[src/design/sigdecode_z_pkg.sv]
// ------------------------------
// Constants and group word type shared by the
// ML-DSA signature z decoder
// ------------------------------

package sigdecode_z_pkg;

    // ------------------------------
    // Field geometry
    // ------------------------------

    // Exponent of gamma1, so gamma1 itself is 2^19
    localparam int GAMMA1_BITS = 19;

    // One packed z field spans gamma1 bits plus one
    localparam int Z_BITS = 20;

    // Four fields fill exactly ten bytes
    localparam int COEFFS_PER_GROUP = 4;
    localparam int BYTES_PER_GROUP = 10;

    // Arithmetic width inside a decode unit, wide enough to hold q
    localparam int REG_SIZE = 23;

    // Coefficient width toward the coefficient memory
    // The top bit is always zero
    localparam int COEFF_W = 24;

    // ------------------------------
    // Default configuration
    // ------------------------------

    // ML-DSA prime modulus
    localparam int DEFAULT_MLDSA_Q = 8380417;

    // Coefficients in one polynomial
    localparam int DEFAULT_N_COEFFS = 256;

    // Width of a group index for a polynomial of n_coeffs coefficients
    // A single-group polynomial still gets a one-bit index
    function automatic int group_idx_bits(int n_coeffs);
        int n_groups;
        n_groups = n_coeffs / COEFFS_PER_GROUP;
        return (n_groups > 1) ? $clog2(n_groups) : 1;
    endfunction

    // One ten-byte group seen two ways
    // Byte 0 and field 0 both sit in the least significant bits
    typedef union packed {
        logic [BYTES_PER_GROUP-1:0][7:0]         bytes;
        logic [COEFFS_PER_GROUP-1:0][Z_BITS-1:0] fields;
    } z_group_u;

endpackage

[src/design/z_byte_unpacker.sv]
// ------------------------------
// Byte unpacker that gathers ten strobed bytes
// into one group word and flags each full group
// ------------------------------

`timescale 1ns/1ns

module z_byte_unpacker import sigdecode_z_pkg::*; (
    input  logic       clk,
    input  logic       reset_n,
    input  logic       zeroize_i,
    input  logic       byte_valid_i,
    input  logic [7:0] byte_i,
    output logic       group_valid_o,
    output z_group_u   group_word_o
);

    localparam int CNT_W = $clog2(BYTES_PER_GROUP);
    localparam logic [CNT_W-1:0] LAST_BYTE = CNT_W'(BYTES_PER_GROUP - 1);

    // Lane of the next byte within the current group
    logic [CNT_W-1:0] byte_cnt;

    // Group under construction and its value with the current byte merged in
    z_group_u shadow_q;
    z_group_u shadow_next;

    logic last_byte;

    // The tenth byte of a group is arriving this cycle
    assign last_byte = byte_valid_i && (byte_cnt == LAST_BYTE);

    // Drop the incoming byte into its lane
    always_comb begin
        shadow_next = shadow_q;
        shadow_next.bytes[byte_cnt] = byte_i;
    end

    // ------------------------------
    // Byte counter and strobe
    // ------------------------------

    always_ff @(posedge clk or negedge reset_n) begin
        if (!reset_n) begin
            byte_cnt      <= '0;
            group_valid_o <= 1'b0;
        end else if (zeroize_i) begin
            // A partial group is thrown away here
            byte_cnt      <= '0;
            group_valid_o <= 1'b0;
        end else begin
            group_valid_o <= last_byte;
            if (last_byte) begin
                byte_cnt <= '0;
            end else if (byte_valid_i) begin
                byte_cnt <= byte_cnt + CNT_W'(1);
            end
        end
    end

    // Collected lanes, only complete once all ten have been written
    always_ff @(posedge clk or negedge reset_n) begin
        if (!reset_n) begin
            shadow_q <= '0;
        end else if (zeroize_i) begin
            shadow_q <= '0;
        end else if (byte_valid_i) begin
            shadow_q <= shadow_next;
        end
    end

    // ------------------------------
    // Output group word
    // ------------------------------

    // Held stable until the next group completes, so the units see a steady input
    always_ff @(posedge clk or negedge reset_n) begin
        if (!reset_n) begin
            group_word_o <= '0;
        end else if (zeroize_i) begin
            group_word_o <= '0;
        end else if (last_byte) begin
            group_word_o <= shadow_next;
        end
    end

    // A group needs ten byte strobes, so two strobes can never be adjacent
    a_no_back_to_back: assert property (
        @(posedge clk) disable iff (!reset_n)
        group_valid_o |=> !group_valid_o
    ) else $error("group_valid_o high in two consecutive cycles");

endmodule

[src/design/sigdecode_z_unit.sv]
// ------------------------------
// Decode unit mapping one z field x to
// gamma1 - x, reduced into 0 to q-1
// ------------------------------

`timescale 1ns/1ns

module sigdecode_z_unit import sigdecode_z_pkg::*; #(
    parameter int MLDSA_Q = DEFAULT_MLDSA_Q
) (
    input  logic               clk,
    input  logic               reset_n,
    input  logic               zeroize_i,
    input  logic [Z_BITS-1:0]  data_i,
    output logic [COEFF_W-1:0] data_o
);

    localparam logic [REG_SIZE-1:0] GAMMA1_W = REG_SIZE'(1) << GAMMA1_BITS;
    localparam logic [REG_SIZE-1:0] Q_W = REG_SIZE'(MLDSA_Q);

    // ------------------------------
    // Stage one
    // ------------------------------

    // Subtraction as gamma1 plus the inverted field plus a carry-in of one
    logic [REG_SIZE-1:0] opb0;
    logic [REG_SIZE:0]   diff_full;

    assign opb0 = ~{{(REG_SIZE - Z_BITS){1'b0}}, data_i};
    assign diff_full = {1'b0, GAMMA1_W} + {1'b0, opb0} + (REG_SIZE + 1)'(1);

    // Carry-out is set exactly when the field does not exceed gamma1,
    // meaning the difference is already non-negative
    logic [REG_SIZE-1:0] diff_q;
    logic                carry_q;

    // A cleared unit holds a non-negative zero difference, so its output reads as zero
    always_ff @(posedge clk or negedge reset_n) begin
        if (!reset_n) begin
            diff_q  <= '0;
            carry_q <= 1'b1;
        end else if (zeroize_i) begin
            diff_q  <= '0;
            carry_q <= 1'b1;
        end else begin
            diff_q  <= diff_full[REG_SIZE-1:0];
            carry_q <= diff_full[REG_SIZE];
        end
    end

    // ------------------------------
    // Stage two
    // ------------------------------

    // Adding q to a wrapped negative difference drops the 2^23 wrap and
    // leaves a value between q - gamma1 + 1 and q - 1
    logic [REG_SIZE-1:0] corr_sum;

    assign corr_sum = diff_q + Q_W;

    // Zero in the top bit to match the coefficient memory width
    assign data_o = {{(COEFF_W - REG_SIZE){1'b0}}, carry_q ? diff_q : corr_sum};

    // Both the direct and the corrected path must land inside the field
    a_coeff_below_q: assert property (
        @(posedge clk) disable iff (!reset_n)
        data_o < COEFF_W'(MLDSA_Q)
    ) else $error("decoded coefficient %0d not below q", data_o);

endmodule

[src/design/z_coeff_collector.sv]
// ------------------------------
// Coefficient collector that registers each decoded
// group with its index and a polynomial-done pulse
// ------------------------------

`timescale 1ns/1ns

module z_coeff_collector import sigdecode_z_pkg::*; #(
    parameter int N_COEFFS = DEFAULT_N_COEFFS
) (
    input  logic                                  clk,
    input  logic                                  reset_n,
    input  logic                                  zeroize_i,
    input  logic                                  group_valid_i,
    input  logic [COEFFS_PER_GROUP*COEFF_W-1:0]   coeff_i,
    output logic                                  coeff_valid_o,
    output logic [COEFFS_PER_GROUP*COEFF_W-1:0]   coeff_o,
    output logic [group_idx_bits(N_COEFFS)-1:0]   group_idx_o,
    output logic                                  poly_done_o
);

    localparam int N_GROUPS = N_COEFFS / COEFFS_PER_GROUP;
    localparam int IDX_W = group_idx_bits(N_COEFFS);
    localparam logic [IDX_W-1:0] LAST_IDX = IDX_W'(N_GROUPS - 1);

    // The units need one cycle after the group strobe, so the strobe is
    // delayed to meet their registered results
    logic group_valid_q;

    // Index that the next captured group will carry
    logic [IDX_W-1:0] idx_cnt;

    logic last_group;

    assign last_group = (idx_cnt == LAST_IDX);

    // ------------------------------
    // Strobe alignment and capture
    // ------------------------------

    always_ff @(posedge clk or negedge reset_n) begin
        if (!reset_n) begin
            group_valid_q <= 1'b0;
            coeff_valid_o <= 1'b0;
            poly_done_o   <= 1'b0;
            group_idx_o   <= '0;
            idx_cnt       <= '0;
            coeff_o       <= '0;
        end else if (zeroize_i) begin
            // Any group still in the pipeline is dropped
            group_valid_q <= 1'b0;
            coeff_valid_o <= 1'b0;
            poly_done_o   <= 1'b0;
            group_idx_o   <= '0;
            idx_cnt       <= '0;
            coeff_o       <= '0;
        end else begin
            group_valid_q <= group_valid_i;
            coeff_valid_o <= group_valid_q;
            poly_done_o   <= group_valid_q && last_group;
            if (group_valid_q) begin
                coeff_o     <= coeff_i;
                group_idx_o <= idx_cnt;
                // Wrap after the final group so the next polynomial starts at 0
                if (last_group) begin
                    idx_cnt <= '0;
                end else begin
                    idx_cnt <= idx_cnt + IDX_W'(1);
                end
            end
        end
    end

    // The index never reaches a group number that the polynomial lacks
    a_idx_in_range: assert property (
        @(posedge clk) disable iff (!reset_n)
        int'(group_idx_o) < N_GROUPS
    ) else $error("group index %0d out of range", group_idx_o);

endmodule

[src/design/sigdecode_z_top.sv]
// ------------------------------
// ML-DSA signature z decoder, byte stream in,
// four coefficients per group out
// ------------------------------

`timescale 1ns/1ns

module sigdecode_z_top import sigdecode_z_pkg::*; #(
    parameter int MLDSA_Q  = DEFAULT_MLDSA_Q,
    parameter int N_COEFFS = DEFAULT_N_COEFFS
) (
    input  logic                                clk,
    input  logic                                reset_n,
    input  logic                                zeroize_i,
    input  logic                                byte_valid_i,
    input  logic [7:0]                          byte_i,
    output logic                                coeff_valid_o,
    output logic [COEFFS_PER_GROUP*COEFF_W-1:0] coeff_o,
    output logic [group_idx_bits(N_COEFFS)-1:0] group_idx_o,
    output logic                                poly_done_o
);

    // Completed group word and its one-cycle strobe
    z_group_u group_word;
    logic     group_valid;

    // Unit results, field 0 in the low bits
    logic [COEFFS_PER_GROUP*COEFF_W-1:0] unit_coeff;

    // ------------------------------
    // Byte unpacking
    // ------------------------------

    z_byte_unpacker u_unpacker (
        .clk           (clk),
        .reset_n       (reset_n),
        .zeroize_i     (zeroize_i),
        .byte_valid_i  (byte_valid_i),
        .byte_i        (byte_i),
        .group_valid_o (group_valid),
        .group_word_o  (group_word)
    );

    // ------------------------------
    // Field decoding
    // ------------------------------

    // One unit per field, all running in lockstep on the held group word
    for (genvar i = 0; i < COEFFS_PER_GROUP; i++) begin : g_unit
        sigdecode_z_unit #(
            .MLDSA_Q (MLDSA_Q)
        ) u_unit (
            .clk       (clk),
            .reset_n   (reset_n),
            .zeroize_i (zeroize_i),
            .data_i    (group_word.fields[i]),
            .data_o    (unit_coeff[i*COEFF_W +: COEFF_W])
        );
    end

    // ------------------------------
    // Output collection
    // ------------------------------

    z_coeff_collector #(
        .N_COEFFS (N_COEFFS)
    ) u_collector (
        .clk           (clk),
        .reset_n       (reset_n),
        .zeroize_i     (zeroize_i),
        .group_valid_i (group_valid),
        .coeff_i       (unit_coeff),
        .coeff_valid_o (coeff_valid_o),
        .coeff_o       (coeff_o),
        .group_idx_o   (group_idx_o),
        .poly_done_o   (poly_done_o)
    );

endmodule

[config.mk]
export PLATFORM = sky130hd
export DESIGN_NAME = sigdecode_z_top
export DESIGN_NICKNAME = d
export VERILOG_FILES = /design/src/design/sigdecode_z_pkg.sv /design/src/design/z_byte_unpacker.sv /design/src/design/sigdecode_z_unit.sv /design/src/design/z_coeff_collector.sv /design/src/design/sigdecode_z_top.sv
export SDC_FILE = /design/constraint.sdc
export NUM_CORES = 1
export LEC_CHECK = 0
export BUFFER_PORTS_ARGS = -buffer_cell sky130_fd_sc_hd__buf_4
export CAP_MARGIN = 0
export CORE_AREA = 2 2 167 169
export CTS_BUF_LIST = sky130_fd_sc_hd__clkbuf_16
export CTS_CLUSTER_DIAMETER = 100
export DETAILED_ROUTE_END_ITERATION = 10
export DIE_AREA = 0 0 169 171
export GPL_ROUTABILITY_DRIVEN = 0
export GPL_TIMING_DRIVEN = 0
export HOLD_SLACK_MARGIN = 0.1
export PLACE_DENSITY = 0.87
export SYNTH_ARGS = -nofsm -noshare
export SYNTH_HDL_FRONTEND = slang
export SYNTH_HIERARCHICAL = 1
export SYNTH_SLANG_ARGS = --single-unit
[constraint.sdc]
create_clock -name clk -period 5.8 [get_ports clk]
set_clock_uncertainty 0.15 [all_clocks]
set_input_delay 1.74 -clock clk [delete_from_list [all_inputs] [get_ports clk]]
set_output_delay 1.74 -clock clk [all_outputs]
set_load 0.05 [all_outputs]
; ---- Word-level counts from Yosys, hierarchy flattened
; Cells that the tools add are included.
[classes]
addsub = 14
order_cmp = 2
n_eq_ne = 2
mux = 33
bitwise = 4
n_reduce_logical = 7
[op_table]
columns = operator, n
row1 = $mux 80, 4
row2 = $mux 96, 2
row3 = $mux 23, 8
row4 = $add 20x23->24 const A, 4
row5 = $add 24x1->24 const B, 4
row6 = $add 23x23->23 const B, 4
row7 = $not 20->23, 4
row8 = $bwmux 80, 1
row9 = $demux 8 s4, 1
row10 = $mux 6, 5
row11 = $mux 4, 3
row12 = $mux 1, 8
row13 = $mux 8, 1
row14 = $add 6x1->6 const B, 1
row15 = $eq 6x6->1 const B, 1
row16 = $reduce_bool 2->1, 3
row17 = $lt 4x5->1 const B, 1
row18 = $add 4x1->4 const B, 1
row19 = $eq 4x4->1 const B, 1
row20 = $ge 4x1->1 const B, 1
row21 = $logic_and 1x1->1, 3
row22 = $reduce_bool 3->1, 1
[totals]
reg_bits = 372
output_inout_bits = 104
wordCells = 80

; ---- Depth between registers and ports, before layout
; Gate-level depths: netlist (run 1).
[logic_depth]
depth_word = 7
depth_mapped = 8
mapped_depth_nobuf = 7

; ---- Modules after synthesis
; Netlist (run 1), hierarchy kept.
[by_module_without_submodules]
columns = module, instances, cells_per_inst, area_per_inst_um2
row1 = z_byte_unpacker, 1, 680, 6563.8
row2 = sigdecode_z_unit, 4, 169, 1574.0
row3 = z_coeff_collector, 1, 368, 4516.8

; ---- Worst setup path after synthesis (run 1)
; No wires, ideal clock.
[synth_timing]
path_type = input port to flip-flop
from = in byte_valid_i
to = reg u_unpacker/shadow_q[0] in the netlist's numbering
arrival_time_ns = 2.506
required_ns = 5.518
setup_slack_ns = 3.012
path_stages = 5
n_path_buf = 2
cell_sequence = buf_2 nor4bb_1 buf_4 mux2i_1 nor2_1
[synth_via]
elab_chain_cells = 1
[synth_rtl]
columns = element, line_no
row1 = from (decl), sigdecode_z_top.sv:15  ; input logic byte_valid_i,
row2 = $reduce_bool 2->1 (no source line), n/a
row3 = to (signal assigned), z_byte_unpacker.sv:68  ; shadow_q <= shadow_next;
row4 = to (decl), z_byte_unpacker.sv:25  ; z_group_u shadow_q;
; No other way between the ends.
; A chain may end at the register's enable or synchronous reset.

; ---- Final worst setup path (run 1)
[layout_timing]
from = reg u_collector.group_idx_o[4]
to = out group_idx_o[4]
[layout_rtl]
columns = element, line_no
row1 = from (decl), z_coeff_collector.sv:18  ; output logic [group_idx_bits(N_COEFFS)-1:0] group_idx_o,
row2 = from (signal assigned), z_coeff_collector.sv:63  ; group_idx_o <= idx_cnt;
row3 = to (decl), sigdecode_z_top.sv:19  ; output logic [group_idx_bits(N_COEFFS)-1:0] group_idx_o,
; No word-level cell between the ends.

==> results by stage, run 1 <==
Synthesis:
- The area of the mapped netlist is 17,380 um2.
- After technology mapping, the gate count stands at 1,724.
- A synthesized cell averages 10.08 um2.
- The sequential area share after synthesis is 0.5245.
- Counting flops with an async set or reset pin after synthesis yields a share of 1.000.
- The number of nets in the synthesized netlist is 1,749.
- The number of synthesized flops with an enable pin is 0.
- The synthesized flop and latch total is 364.
- The synthesized netlist contains 51 unique library cells.
- Among all flip-flop cells after synthesis, the most frequent one is dfrtp_1.
- The count of yosys warnings during synthesis is 6.

Power:
- Summing internal, switching and leakage power gives 4.928 mW.
- For this design the static power due to leakage is 9.294 nW.
- Across the VDD grid, the largest voltage drop is 0.1440 mV.
- For this design the ratio of total power to cell area is 248.3 nW/um2.

Drt:
- In the routed design, unresolved DRC markers number 0.
- The number of vias in the routed layout is 13,439.
- The routed design has 40.17 mm of wire.
- The first detailed-routing pass took 6 iterations.
- The mean routed wirelength per cell is 17.83 um.
- Dividing the detail-routed via count by the number of cells gives 5.965.
- The detailed router finished its first iteration with 1,396 violations.
- The number of antenna-violating nets in the routed design is 0.

Global route:
- The number of global-route vias before repair came to 13,053.
- The wire length of the first global-routing pass is 64.52 mm.
- The number of antenna violations at the first check in global routing came to 0.
- For this run, the total global-route usage over all layers was measured as 0.2754.
- The residual overflow from global routing is 0.
- Entering global routing, the biggest net connects 131 pins.

Status:
- The run finished with clean final reports.

Cells and area:
- For this run, the post-layout net count is 1,906.
- In the final layout, the share of cells above drive strength 1 is 0.1353.
- The signed area change from the synthesized netlist to the final layout is 14.22%.
- The number of diodes added for antenna fixing is 0.
- The finished layout holds 2,253 standard cells, fillers aside.

STA:
- Based on the critical path, the design can be clocked at up to 334.0 MHz.
- The final-layout setup total negative slack is 0 ns.
- The worst slew margin relative to its limit is 0.4289.
- The number of endpoints failing setup at the final stage is 0.
- The final hold violation count came to 0.
- The worst-case hold slack is 0.3241 ns.
- The final-report max-slew violation count is 0.
- The share of the clock period used by the worst path is 0.5162.
- The routed design could run at a clock period as short as 2.994 ns.
- The measured slew at the worst slew-check pin is 0.8544 ns.
- Setup repair after global routing left no endpoint under its margin.

Die:
- The overall die area is 28,900 um2.
- After floorplanning, the core was divided into 61 placement rows.
- In this run the standard cell core region covers 27,320 um2.
- In this run the vertical extent of the chip is 171 um.
- Measured along the x axis, the die boundary spans 169 um.
- The initial utilization of the core area, before any placement, comes to 0.6360.
- During I/O placement, the number of pins put on the boundary was 116.

Worst setup path:
- The cell with the largest stage delay on the worst path is dfrtp_1.
- The critical path buffer and inverter count is 1.
- On the worst path, the slowest cell contributes a delay of 0.40 ns.
- The type of destination of the critical path is a primary output.
- Along the worst path, the maximum fanout reaches 2.
- The worst setup path is launched from a register.
- The data arrival time of the critical path is 1.10 ns.
- The required time of the worst setup path is 3.91 ns.
- On the critical path the largest part of the delay comes from flip-flops.
- The depth of the most critical reg-to-reg path is 6.
- The critical path starts at u_collector/group_idx_o[4]$_DFFE_PN0P_.
- The setup slack of the most critical reg-to-reg path is 3.41 ns.
- In this run the critical register-to-register path is launched from u_unpacker/group_word_o[20]$_DFFE_PN0P_.
- Walking the worst path, the cells encountered are buf_4.
- The endpoint identified for the worst register-to-register timing path is g_unit[1].u_unit/diff_q[16]$_DFF_PN0_.
- The critical path is of the register to primary output type.

Min path:
- The class of the most critical hold timing path is register to register.
- The number of cells traversed by the worst hold path is 1.
- The startpoint of the tightest hold check path is u_unpacker/group_valid_o$_DFF_PN0_.
- The hold path endpoint is u_collector/group_valid_q$_DFF_PN0_.

Placement:
- The wire-length estimate of the detail-placed layout is 26.87 mm.
- During placement, the flow inserted port buffers numbering 115.
- The number of placed instances with taps included is 2,188.

Clock tree:
- In this run the deepest clock path goes through 3 buffers.
- After clock tree synthesis, the flow added hold-fix buffers numbering 0.
- The depth of the CTS H-tree is 2.
- For the worst-skew pair, the clock arrives at the later sink with an insertion delay of 0.51 ns.
- Buffers added to address setup during post-CTS repair amount to 0.
- The CTS tree is yes.
- The clock root buffer master is clkbuf_16.
- The number of resized instances in the post-cts repair step is 0.
- TritonCTS created 37 clock buffers.
- The clock input transition at the sequential cells of the worst setup and hold paths is 0.06 ns.
- Counting every sink on the clock net gives 364.

Run:
- Max-cap violations in this run came to 0.
==> per-stage QoR <==
stage                     setup WS [ns]  area, um2    util
final                             2.806      19850  0.7264
after global routing              2.745      19850  0.7264
after CTS                         2.795      19850  0.7264
after detailed placement          2.339      18760  0.6867
after global placement          -0.3802      18670  0.6834
after floorplan                   3.012      17380       -
==> placed cells by master, fill, tap and decap left out, drive strengths merged, types with 8 or more instances in the layout <==
| master | count |
|---|---|
| nor2 | 248 |
| clkinv | 17 |
| nand4 | 26 |
| buf | 173 |
| nand3 | 38 |
| a21oi | 117 |
| inv | 32 |
| mux2i | 144 |
| a211oi | 8 |
| or4 | 8 |
| nor2b | 14 |
| nor3 | 53 |
| clkbuf | 87 |
| nand2b | 18 |
| nor4 | 56 |
| xor2 | 67 |
| xnor2 | 65 |
| nand2 | 261 |
| dfrtp | 360 |
| o311a | 8 |
| ha | 13 |
| o31a | 12 |
| mux2 | 8 |
==> worst max path at each step <==
stage,end,cells past startpoint
5_1_grt,u_unpacker/group_word_o[43]$_DFFE_PN0P_,4
3_5_place_dp,u_unpacker/group_word_o[43]$_DFFE_PN0P_,4
2_1_floorplan,u_unpacker/shadow_q[0]$_DFFE_PN0P_,5
3_3_place_gp,u_collector/coeff_o[50]$_DFFE_PN0P_,1
4_1_cts,coeff_o[94],1
6_report,group_idx_o[4],1
==> cell families (layout without fill, tap and decap cells) <==
kind of cell / after synthesis / in the layout / synth area share
other: 4 / 4 / 0.0008638
adders and majority gates: 13 / 13 / 0.009361
buffers and inverters: 128 / 311 / 0.03888
and+or+nand+nor: 764 / 764 / 0.2123
AOI/OAI and AO/OA: 167 / 167 / 0.05940
xor gates and xnor gates: 132 / 132 / 0.06653
DFF: 364 / 364 / 0.5245
muxes: 152 / 152 / 0.08813
==> synthesized netlist by cell type, types with 5 or more instances <==
cell type	n	area (um2)
buf_2	14	70.07
o311a_1	8	80.08
buf_4	25	187.7
buf_1	5	18.77
and3_1	6	37.54
nor4_1	36	225.2
nand2b_1	18	112.6
nor3_1	53	265.3
nor2_1	248	930.9
nor4_2	16	200.2
nand3b_1	5	37.54
buf_6	11	123.9
nand3_1	38	190.2
nand2_1	257	964.7
ha_1	13	162.7
xor2_1	67	586.8
dfrtp_1	360	9009
a21oi_1	117	585.6
mux2i_1	144	1441
a21boi_0	5	37.54
a211oi_1	8	60.06
xnor2_1	65	569.3
o31a_1	12	105.1
nand4b_1	6	52.55
clkbuf_1	49	183.9
or3_1	5	31.28
nor2b_1	14	87.58
inv_1	23	86.33
and4b_1	7	70.07
nand4_1	26	162.7
==> layout make-up <==
class,instances,area [um2]
tap,346,432.9
clock buffer,37,925.9
buffer,105,589.3
inverter,23,86.33
fill,1822,7476
sequential,364,9114
multi-input combinational,1232,7587
timing repair buffer,118,953.4
clock inverter,28,158.9
==> layer usage <==
layer | share of wire | up-vias | global-route usage
met3 | 0.062 | 98 | 0.04835
li1 | - | 6199 | -
met4 | 0.029 | 0 | 0.09513
met2 | 0.50 | 490 | 0.4726
met1 | 0.41 | 6652 | 0.3566
met5 | 0 | - | 0
==> state kept, by name, indices dropped and copies added, names as in the netlist, 4 cells and up <==
| name | flops |
|---|---|
| g_unit.u_unit/diff_q | 92 |
| u_collector/group_idx_o | 6 |
| u_unpacker/byte_cnt | 4 |
| u_unpacker/group_word_o | 80 |
| g_unit.u_unit/carry_q | 4 |
| u_unpacker/shadow_q | 72 |
| u_collector/coeff_o | 96 |
| u_collector/idx_cnt | 6 |
==> where the power goes <==
part | switching (mW) | internal, mW
sequential | 0.0109 | 2.55
combinational | 0.145 | 0.0502
clock | 0.931 | 1.24
Power figures use the tool's default switching activity.
==> run 2, diff against run 1 <==
--- a/config.mk
+++ b/config.mk
@@ -5,17 +5,18 @@
 export SDC_FILE = /design/constraint.sdc
 export NUM_CORES = 1
 export LEC_CHECK = 0
+export ABC_AREA = 1
 export BUFFER_PORTS_ARGS = -buffer_cell sky130_fd_sc_hd__buf_4
 export CAP_MARGIN = 0
-export CORE_AREA = 2 2 167 169
+export CORE_AREA = 2 2 187 189
 export CTS_BUF_LIST = sky130_fd_sc_hd__clkbuf_16
 export CTS_CLUSTER_DIAMETER = 100
 export DETAILED_ROUTE_END_ITERATION = 10
-export DIE_AREA = 0 0 169 171
+export DIE_AREA = 0 0 189 191
 export GPL_ROUTABILITY_DRIVEN = 0
 export GPL_TIMING_DRIVEN = 0
 export HOLD_SLACK_MARGIN = 0.1
-export PLACE_DENSITY = 0.87
+export PLACE_DENSITY = 0.8
 export SYNTH_ARGS = -nofsm -noshare
 export SYNTH_HDL_FRONTEND = slang
 export SYNTH_HIERARCHICAL = 1
==> constraint.sdc (replaced) <==
create_clock -name clk -period 2.6 [get_ports clk]
set_clock_uncertainty 0.15 [all_clocks]
set_input_delay 0.78 -clock clk [delete_from_list [all_inputs] [get_ports clk]]
set_output_delay 0.78 -clock clk [all_outputs]
set_load 0.05 [all_outputs]
==> results by stage, run 2 <==
Cells and area:
- The most common library cell in the layout ignoring fill and taps is nand2_1.
- The layout filler cell count came to 2,802 (+54%).
- The multi-input logic area was 8322 um2 (+9.7%).
- The number of diodes added for antenna fixing is 0 (unchanged).
- In the final layout, the registers with the most flip-flops are u_collector/coeff_o x96, g_unit.u_unit/diff_q x92, u_unpacker/group_word_o x80.
- In the layout the commonest cells are nand2_1 (757), dfrtp_1 (360), nand3_1 (280), nor2_1 (226), inv_1 (187).
- The post-layout net count is 2,551 (+34%).
- The cell area after layout is 21,620 um2 (+8.9%).
- The flip-flop count of the largest register, all copies and words added is 96 (unchanged).
- The most flop-heavy register is u_collector/coeff_o.
- The sequential cell area is 9114 um2 (unchanged).
- The signed area change from the synthesized netlist to the final layout is 14.66%.
- The fraction of final layout cells with drive strength greater than 1 is 0.1256 (-0.009655).

Placement:
- The total placed instance area is 20,380 um2 (+8.6%).
- The worst slack at placement is 0.09050 ns (-2.248 ns).
- The total half-perimeter wirelength after legalization and detailed placement came to 32.45 mm (+21%).
- The port buffer count came to 115 (unchanged).

Power:
- The part of the power in combinational logic was 0.099 (+0.059).
- The switching portion of total power is 0.2530 (+0.03245).
- The maximum vdd drop was 0.4267 mV (+200%).
- The fraction of power consumed by the clock network is 0.425 (-0.015).
- The internal power consumption is 9.312 mW (+140%).
- The part of the power in registers was 0.476 (-0.044).
- The switching power total is 3.154 mW (+190%).
- The cell area power density was 576.7 nW/um2 (+130%).
- The leakage power summed over all cells is 11.88 nW (+28%).

Drt:
- The mean routed wirelength per cell is 14.90 um (-16%).
- The remaining design rule violation count is 0 (unchanged).
- The initial DRC count is 1,489 (+6.7%).
- The vias per cell is 5.450 (-8.6%).
- The routed wire length came to 44.84 mm (+12%).
- The number of iterations in the first detailed-routing pass is 8 (+2).
- The number of antenna-violating nets in the routed design is 0 (unchanged).
- The number of vias in the routed layout is 16,403 (+22%).

Worst setup path:
- The path type of the worst setup path is input port to asynchronous set/reset pin.
- The type of destination of the critical path is an asynchronous set/reset pin.
- The top fanout value on the critical path is 122 (+120).
- The data arrival time of the critical path is 2.74 ns (+1.64 ns).
- The required time of the worst setup path is 3.06 ns (-0.85 ns).
- STA classifies the critical path startpoint as an input port.

STA:
- The number of endpoints failing setup at the final stage is 0 (unchanged).
- The final hold violation count came to 0 (unchanged).
- The upper clock frequency limit is 438.7 MHz.
- Setup repair after global routing left no endpoint under its margin.
- The worst path in the final design needs a cycle of 2.280 ns, including I/O delays and setup.
- The worst-case hold slack is 0.3266 ns (+0.002487 ns).
- The final-report max-slew violation count is 0 (unchanged).
- The final critical-path setup slack came to 0.3204 ns (-2.486 ns).
- The measured slew at the worst slew-check pin was 0.8120 ns (-0.04249 ns).
- The share of the clock period used by the worst path is 0.8768.
- The worst slew margin relative to its limit is 0.4587 (+0.02982).

Synthesis:
- The mux cell area share after synthesis is 0 (-0.08813).
- By area the synthesized netlist is led by dfrtp_1 (48%), nand2_1 (15%), nand3_1 (7.4%).
- The average cell area after synthesis is 7.968 um2 (-21%).
- The most used flip-flop cell after synthesis is dfrtp_1.
- By area, the combinational part of the netlist is dominated by simple AND/OR/NAND/NOR gates.
- The most common cell in the synthesized netlist is nand2_1.
- The number of nets in the synthesized netlist is 2,391 (+37%).
- The top-area cell type share of the netlist area came to 0.4778 (-0.04060).
- The synthesized netlist cell count was 2,366 (+37%).
- The share of synthesized cell area in full adder, half adder and majority cells was 0.008628 (-0.0007330).
- The post-synthesis cell type with the largest combined area is dfrtp_1.
- After synthesis, the most frequently instantiated cells are nand2_1 (757), dfrtp_1 (360), nand3_1 (280), nor2_1 (226), inv_1 (179).
- The area fraction in and, or, nand and nor cells after synthesis was 0.3293 (+0.1170).
- The count of yosys warnings during synthesis is 6 (unchanged).
- The async set or reset register ratio after synthesis is 1.000 (unchanged).
- The XOR/XNOR share of the synthesized area was 0.03205 (-0.03448).
- The number of synthesized flops with an enable pin came to 0 (unchanged).
- The sequential area share after synthesis is 0.4834 (-0.04107).
- The area of the mapped netlist is 18,850 um2 (+8.5%).
- The compound-gate portion of the synthesized area is 0.07061 (+0.01121).
- The synthesized flop and latch total is 364 (unchanged).
- The number of library cell types mapped by synthesis is 37 (-27%).

Status:
- The run finished with clean final reports.

Clock tree:
- The clock latency on the worst-skew pair came to 0.52 ns (about the same).
- The depth of the CTS H-tree is 2 (unchanged).
- The CTS tree is yes.
- The buffer count from post-CTS setup fixing is 0 (unchanged).
- The cts-stage hold buffer count is 1 (+1).
- The maximum clock path buffer count came to 3 (unchanged).
- The clock root buffer master is clkbuf_16.
- The number of resized instances in the post-cts repair step is 0 (unchanged).
- The clock buffer count from CTS is 39 (+5.4%).
- The clock input transition at the sequential cells of the worst setup and hold paths is 0.06 ns (about the same).
- The TritonCTS sink count came to 364 (unchanged).

Die:
- The I/O pin total was 116 (unchanged).
- The placeable core region came to 34,120 um2 (+25%).
- The standard-cell row count was 68 (+11%).
- The height of the chip is 191 um (+12%).
- The overall die area is 36,100 um2 (+25%).
- The die outline width is 189 um (+12%).
- The initial standard-cell utilization of the core was 0.5526 (-0.08337).

Global route:
- The number of global-route vias before repair is 15,659 (+20%).
- The number of antenna violations at the first check in global routing is 0 (unchanged).
- The maximum number of pins on one net before global-route repair is 123 (-6.1%).
- The wire length of the first global-routing pass is 74.91 mm (+16%).
- The total global routing track utilization is 0.2512 (-0.02418).
- The residual overflow from global routing is 0 (unchanged).

Min path:
- The worst hold path belongs to the class register to register.

Run:
- The max-capacitance violation count is 0 (unchanged).
run 2: cell types whose count changed after synthesis, sizes merged, moves of 23 or more:
| cell | previous run | this run |
|---|---|---|
| nor3 | 53 | 25 |
| nor4 | 56 | 4 |
| nand2 | 261 | 782 |
| o21ai | 3 | 62 |
| nand4 | 26 | 49 |
| mux2i | 144 | 0 |
| nand3 | 38 | 280 |
| a21oi | 117 | 25 |
| a22o | 0 | 98 |
| inv | 23 | 186 |
| xor2 | 67 | 33 |
| xnor2 | 65 | 36 |
run 2: worst max-delay path, cell delays in order:
cell and delay, ns:
dlygate4sd3_1 0.56, buf_8 0.39, buf_16 0.37, buf_16 0.49
run 2: path summary, 6_finish.rpt:
| kind | start | end | slack (ns) | depth (start not counted) |
|---|---|---|---|---|
| worst max-delay path | reset_n | u_unpacker/group_word_o[51]$_DFFE_PN0P_ | 0.32 | 4 |
| worst min-delay path | u_unpacker/shadow_q[49]$_DFFE_PN0P_ | u_unpacker/shadow_q[49]$_DFFE_PN0P_ | 0.33 | 2 |
| worst max register to register | u_unpacker/byte_cnt[0]$_DFFE_PN0P_ | u_unpacker/shadow_q[20]$_DFFE_PN0P_ | 0.33 | 8 |
| worst min register to register | u_unpacker/shadow_q[49]$_DFFE_PN0P_ | u_unpacker/shadow_q[49]$_DFFE_PN0P_ | 0.33 | 2 |
| max in group clk | u_unpacker/byte_cnt[0]$_DFFE_PN0P_ | u_unpacker/shadow_q[20]$_DFFE_PN0P_ | 0.33 | 8 |
| min in group asynchronous | reset_n | u_collector/coeff_o[1]$_DFFE_PN0P_ | 0.64 | 2 |
run 2: final cells by class:
| class | instances | share of cell area |
|---|---|---|
| flip-flops and latches | 364 | 0.4216 |
| multi-input cells | 1696 | 0.3850 |
| clock buffers | 41 | 0.04746 |
| repair buffers | 119 | 0.04457 |
| inverters | 190 | 0.03311 |
| plain buffers | 116 | 0.03247 |
| well taps | 455 | 0.02634 |
| clock inverters | 29 | 0.009492 |
run 2: cell families (layout without fill, tap and decap cells):
family,after synthesis,in the layout
and+or+nand+nor,1420,1420
DFF,364,364
buffers and inverters,306,495
AOI/OAI and AO/OA,190,190
xor gates and xnor gates,69,69
adders and majority gates,13,13
other,4,4
run 2: stage by stage:
step | TNS [ns] | power (mW) | utilization | instances
after floorplan | 0 | 6.838 | - | 2366
final | 0 | 12.47 | 0.6336 | 3010
after detailed placement | 0 | 7.242 | 0.5972 | 2939
after global routing | 0 | 13.03 | 0.6336 | 3010
after CTS | 0 | 12.56 | 0.6336 | 3010
after global placement | -943.95 | 7.187 | 0.5946 | 2936
run 2: routing by layer:
layer / GRT usage / part of all wire
met1: 0.3427 / 0.43
met5: 0 / 0
met3: 0.03690 / 0.067
met2: 0.4112 / 0.47
met4: 0.08954 / 0.031
run 2: power by group through the flow:
stage          clock network [mW]  registers [mW]  logic, mW
2_1_floorplan                   0            6.00      0.833
5_1_grt                      5.69            5.95       1.39
3_5_place_dp                    0            6.04       1.21
4_1_cts                      5.40            5.93       1.22
3_3_place_gp                    0            6.03       1.16
6_report                     5.30            5.94       1.23
==> run 3, diff against run 2 <==
--- a/config.mk
+++ b/config.mk
@@ -5,18 +5,17 @@
 export SDC_FILE = /design/constraint.sdc
 export NUM_CORES = 1
 export LEC_CHECK = 0
-export ABC_AREA = 1
 export BUFFER_PORTS_ARGS = -buffer_cell sky130_fd_sc_hd__buf_4
 export CAP_MARGIN = 0
-export CORE_AREA = 2 2 187 189
+export CORE_AREA = 2 2 181 183
 export CTS_BUF_LIST = sky130_fd_sc_hd__clkbuf_16
 export CTS_CLUSTER_DIAMETER = 100
 export DETAILED_ROUTE_END_ITERATION = 10
-export DIE_AREA = 0 0 189 191
+export DIE_AREA = 0 0 183 185
 export GPL_ROUTABILITY_DRIVEN = 0
 export GPL_TIMING_DRIVEN = 0
 export HOLD_SLACK_MARGIN = 0.1
-export PLACE_DENSITY = 0.8
+export PLACE_DENSITY = 0.79
 export SYNTH_ARGS = -nofsm -noshare
 export SYNTH_HDL_FRONTEND = slang
 export SYNTH_HIERARCHICAL = 1
==> results by stage, run 3 (synthesized netlist as in run 1, its figures left out) <==
Drt:
- The sum of met2 wire segment lengths after detailed routing was 18.93 mm (-9.7%).
- The sum of routed wire segments on met1 was 17.12 mm (-12%).
- The vias per cell is 5.596 (+2.7%).
- The number of iterations in the first detailed-routing pass came to 5 (-3).
- The number of vias in the routed layout is 12,961 (-21%).
- The routed wire length is 38.66 mm (-14%).
- The remaining design rule violation count is 0 (unchanged).
- The mean routed wirelength per cell came to 16.69 um (+12%).
- The sum of met3 wire segment lengths after detailed routing is 1.771 mm (-41%).
- The number of antenna-violating nets in the routed design is 0 (unchanged).
- The highest routed metal layer is met5.
- The initial DRC count is 901 (-39%).

Status:
- The run finished with clean final reports.

STA:
- The final critical-path setup slack is 0.3429 ns (+0.02251 ns).
- The upper clock frequency limit is 443.0 MHz (+1.0%).
- The final-report max-slew violation count is 0 (unchanged).
- The final hold violation count is 0 (unchanged).
- The worst slew margin relative to its limit came to 0.3920 (-0.06665).
- The number of endpoints failing setup at the final stage is 0 (unchanged).
- The minimum clock period is 2.257 ns (-0.02251 ns).
- Setup repair after global routing left no endpoint under its margin.
- The worst-case hold slack is 0.1373 ns (-0.1894 ns).
- The share of the clock period used by the worst path is 0.8681 (-0.008657).
- The measured slew at the worst slew-check pin is 0.9119 ns (+0.09997 ns).

Worst setup path:
- The delay of the slowest critical-path stage was 0.59 ns (+0.03 ns).
- The origin of the critical flop-to-flop path is u_unpacker/group_word_o[40]$_DFFE_PN0P_.
- The most critical setup path has its startpoint at u_unpacker/group_word_o[40]$_DFFE_PN0P_.
- The critical path buffer and inverter count is 1 (-3).
- The required time of the worst setup path is 2.88 ns (-0.18 ns).
- The nature of the critical path startpoint is a register.
- The cell family with the largest share of critical-path delay is simple AND/OR/NAND/NOR gates.
- The critical path in this run is classified as register to register.
- The cell with the largest stage delay on the worst path is nor4b_2.
- The critical path goes through inv_1 -> ha_1 -> nor4b_2 -> nand2_2 -> o31a_1 -> nor3_1.
- The data arrival time of the critical path is 2.54 ns (-0.20 ns).
- The top fanout value on the critical path came to 7 (-94%).
- STA classifies the critical path endpoint as a register.

Global route:
- The number of antenna violations at the first check in global routing is 1 (+1).
- The total global routing track utilization is 0.2306 (-0.02061).
- The wire length of the first global-routing pass is 64.11 mm (-14%).
- The number of global-route vias before repair is 12,885 (-18%).
- The maximum number of pins on one net before global-route repair is 128 (+4.1%).
- The residual overflow from global routing was 0 (unchanged).

Power:
- The maximum vdd drop was 0.4294 mV (+0.63%).
- The leakage power summed over all cells came to 9.317 nW (-22%).
- The fraction of power consumed by the clock network is 0.440 (+0.015).
- The part of the power in registers is 0.521 (+0.045).
- The cell area power density is 550.9 nW/um2 (-4.5%).
- The internal power consumption is 8.503 mW (-8.7%).
- The part of the power in combinational logic was 0.039 (-0.060).
- The switching portion of total power is 0.2247 (-0.02834).
- The switching power total is 2.464 mW (-22%).
- The overall power after layout is 10.97 mW (-12%).

Clock tree:
- The number of resized instances in the post-cts repair step is 0 (unchanged).
- The buffer count from post-CTS setup fixing is 0 (unchanged).
- The clock latency on the worst-skew pair is 0.52 ns (about the same).
- The maximum clock path buffer count came to 3 (unchanged).
- The cts-stage hold buffer count came to 0 (-1).
- The tree is rooted in a clkbuf_16.
- The depth of the CTS H-tree is 2 (unchanged).
- The clock input transition at the sequential cells of the worst setup and hold paths came to 0.06 ns (about the same).
- The TritonCTS sink count came to 364 (unchanged).
- The clock buffer count from CTS came to 37 (-5.1%).
- The CTS tree is yes.

Die:
- The placeable core region was 32,040 um2 (-6.1%).
- The I/O pin total is 116 (unchanged).
- The standard-cell row count is 66 (-2.9%).
- The overall die area is 33,860 um2 (-6.2%).
- The die outline width is 183 um (-3.2%).
- The height of the chip is 185 um (-3.1%).
- The initial standard-cell utilization of the core is 0.5423 (-0.01026).

Cells and area:
- The final core utilization is 0.6213 (-0.01227).
- The cell area after layout is 19,910 um2 (-7.9%).
- The top cell types in the final layout, fill and taps aside, are dfrtp_1 (360), nand2_1 (257), nor2_1 (248), mux2i_1 (144), buf_4 (139).
- The number of diodes added for antenna fixing is 0 (unchanged).
- The flip-flop count of the largest register, all copies and words added is 96 (unchanged).
- The signed area change from the synthesized netlist to the final layout is 14.57% (about the same).
- The most flop-heavy register is u_collector/coeff_o.
- The most common library cell in the layout ignoring fill and taps is dfrtp_1.
- The fraction of final layout cells with drive strength greater than 1 is 0.1384 (+0.01273).
- The largest registers in the layout are u_collector/coeff_o x96, g_unit.u_unit/diff_q x92, u_unpacker/group_word_o x80.
- The post-layout net count was 1,905 (-25%).

Run:
- The max-capacitance violation count came to 0 (unchanged).

Placement:
- The worst slack at placement is -0.1612 ns (-0.2517 ns).
- The port buffer count is 115 (unchanged).
- The total half-perimeter wirelength after legalization and detailed placement came to 26.13 mm (-19%).
- The total placed instance area is 18,810 um2 (-7.7%).

Min path:
- The class of the most critical hold timing path is input port to asynchronous set/reset pin.
==> run 3: cell types whose count changed in the layout (fill, tap and decap cells not counted), sizes merged, moves of 29 or more <==
cell   delta
a21oi    +92
xor2     +34
a22o     -98
xnor2    +29
nand2   -521
inv     -156
nor4     +52
mux2i   +144
o21ai    -59
nand3   -242
==> run 3: area by class of cell <==
cell class / instances / area [um2]
fillers: 2534 / 12130
flip-flops and latches: 364 / 9114
multi-input cells: 1232 / 7587
clock buffers: 39 / 975.9
repair buffers: 117 / 925.9
plain buffers: 105 / 589.3
well taps: 408 / 510.5
clock inverters: 28 / 118.9
inverters: 23 / 86.33
==> run 3: final timing paths <==
| path | endpoint | slack, ns | depth (start not counted) |
|---|---|---|---|
| max reg2reg | g_unit[2].u_unit/diff_q[18]$_DFF_PN0_ | 0.34 | 6 |
| min in group clk | u_collector/group_valid_q$_DFF_PN0_ | 0.33 | 1 |
| max | g_unit[2].u_unit/diff_q[18]$_DFF_PN0_ | 0.34 | 6 |
| min | u_collector/coeff_o[12]$_DFFE_PN0P_ | 0.14 | 1 |
| min reg2reg | u_collector/group_valid_q$_DFF_PN0_ | 0.33 | 1 |
| max in group asynchronous | g_unit[2].u_unit/diff_q[5]$_DFF_PN0_ | 0.46 | 3 |
==> run 3: power by group through the flow <==
stage                     registers [mW]  logic (mW)  clock network, mW
after floorplan                     5.81       0.207                  0
after global placement              5.82       0.403                  0
after detailed placement            5.82       0.427                  0
after CTS                           5.72       0.430               4.92
after global routing                5.71       0.477               5.17
final                               5.72       0.426               4.82
==> run 3: through the flow <==
stage                     setup TNS [ns]  std cells
after floorplan                        0       1724
after global placement           -953.00       2247
after detailed placement          -18.51       2249
after CTS                              0       2316
after global routing                   0       2316
final                                  0       2316
==> run 3: routing by layer <==
metal / global-route usage / vias up
li1: - / 6167
met1: 0.3140 / 6399
met2: 0.3876 / 324
met3: 0.03460 / 69
met4: 0.06368 / 2
met5: 0 / -
==> run 3: worst reg2reg max path, delay by kind of cell, from the launching register on <==
| kind | cells | cell delay [ns] |
|---|---|---|
| buffers and inverters | 1 | 0.11 |
| flip-flops | 1 | 0.44 |
| AO/OA/AOI/OAI | 1 | 0.30 |
| AND/OR/NAND/NOR | 3 | 0.98 |
| adder cells (fa/ha/maj) | 1 | 0.20 |
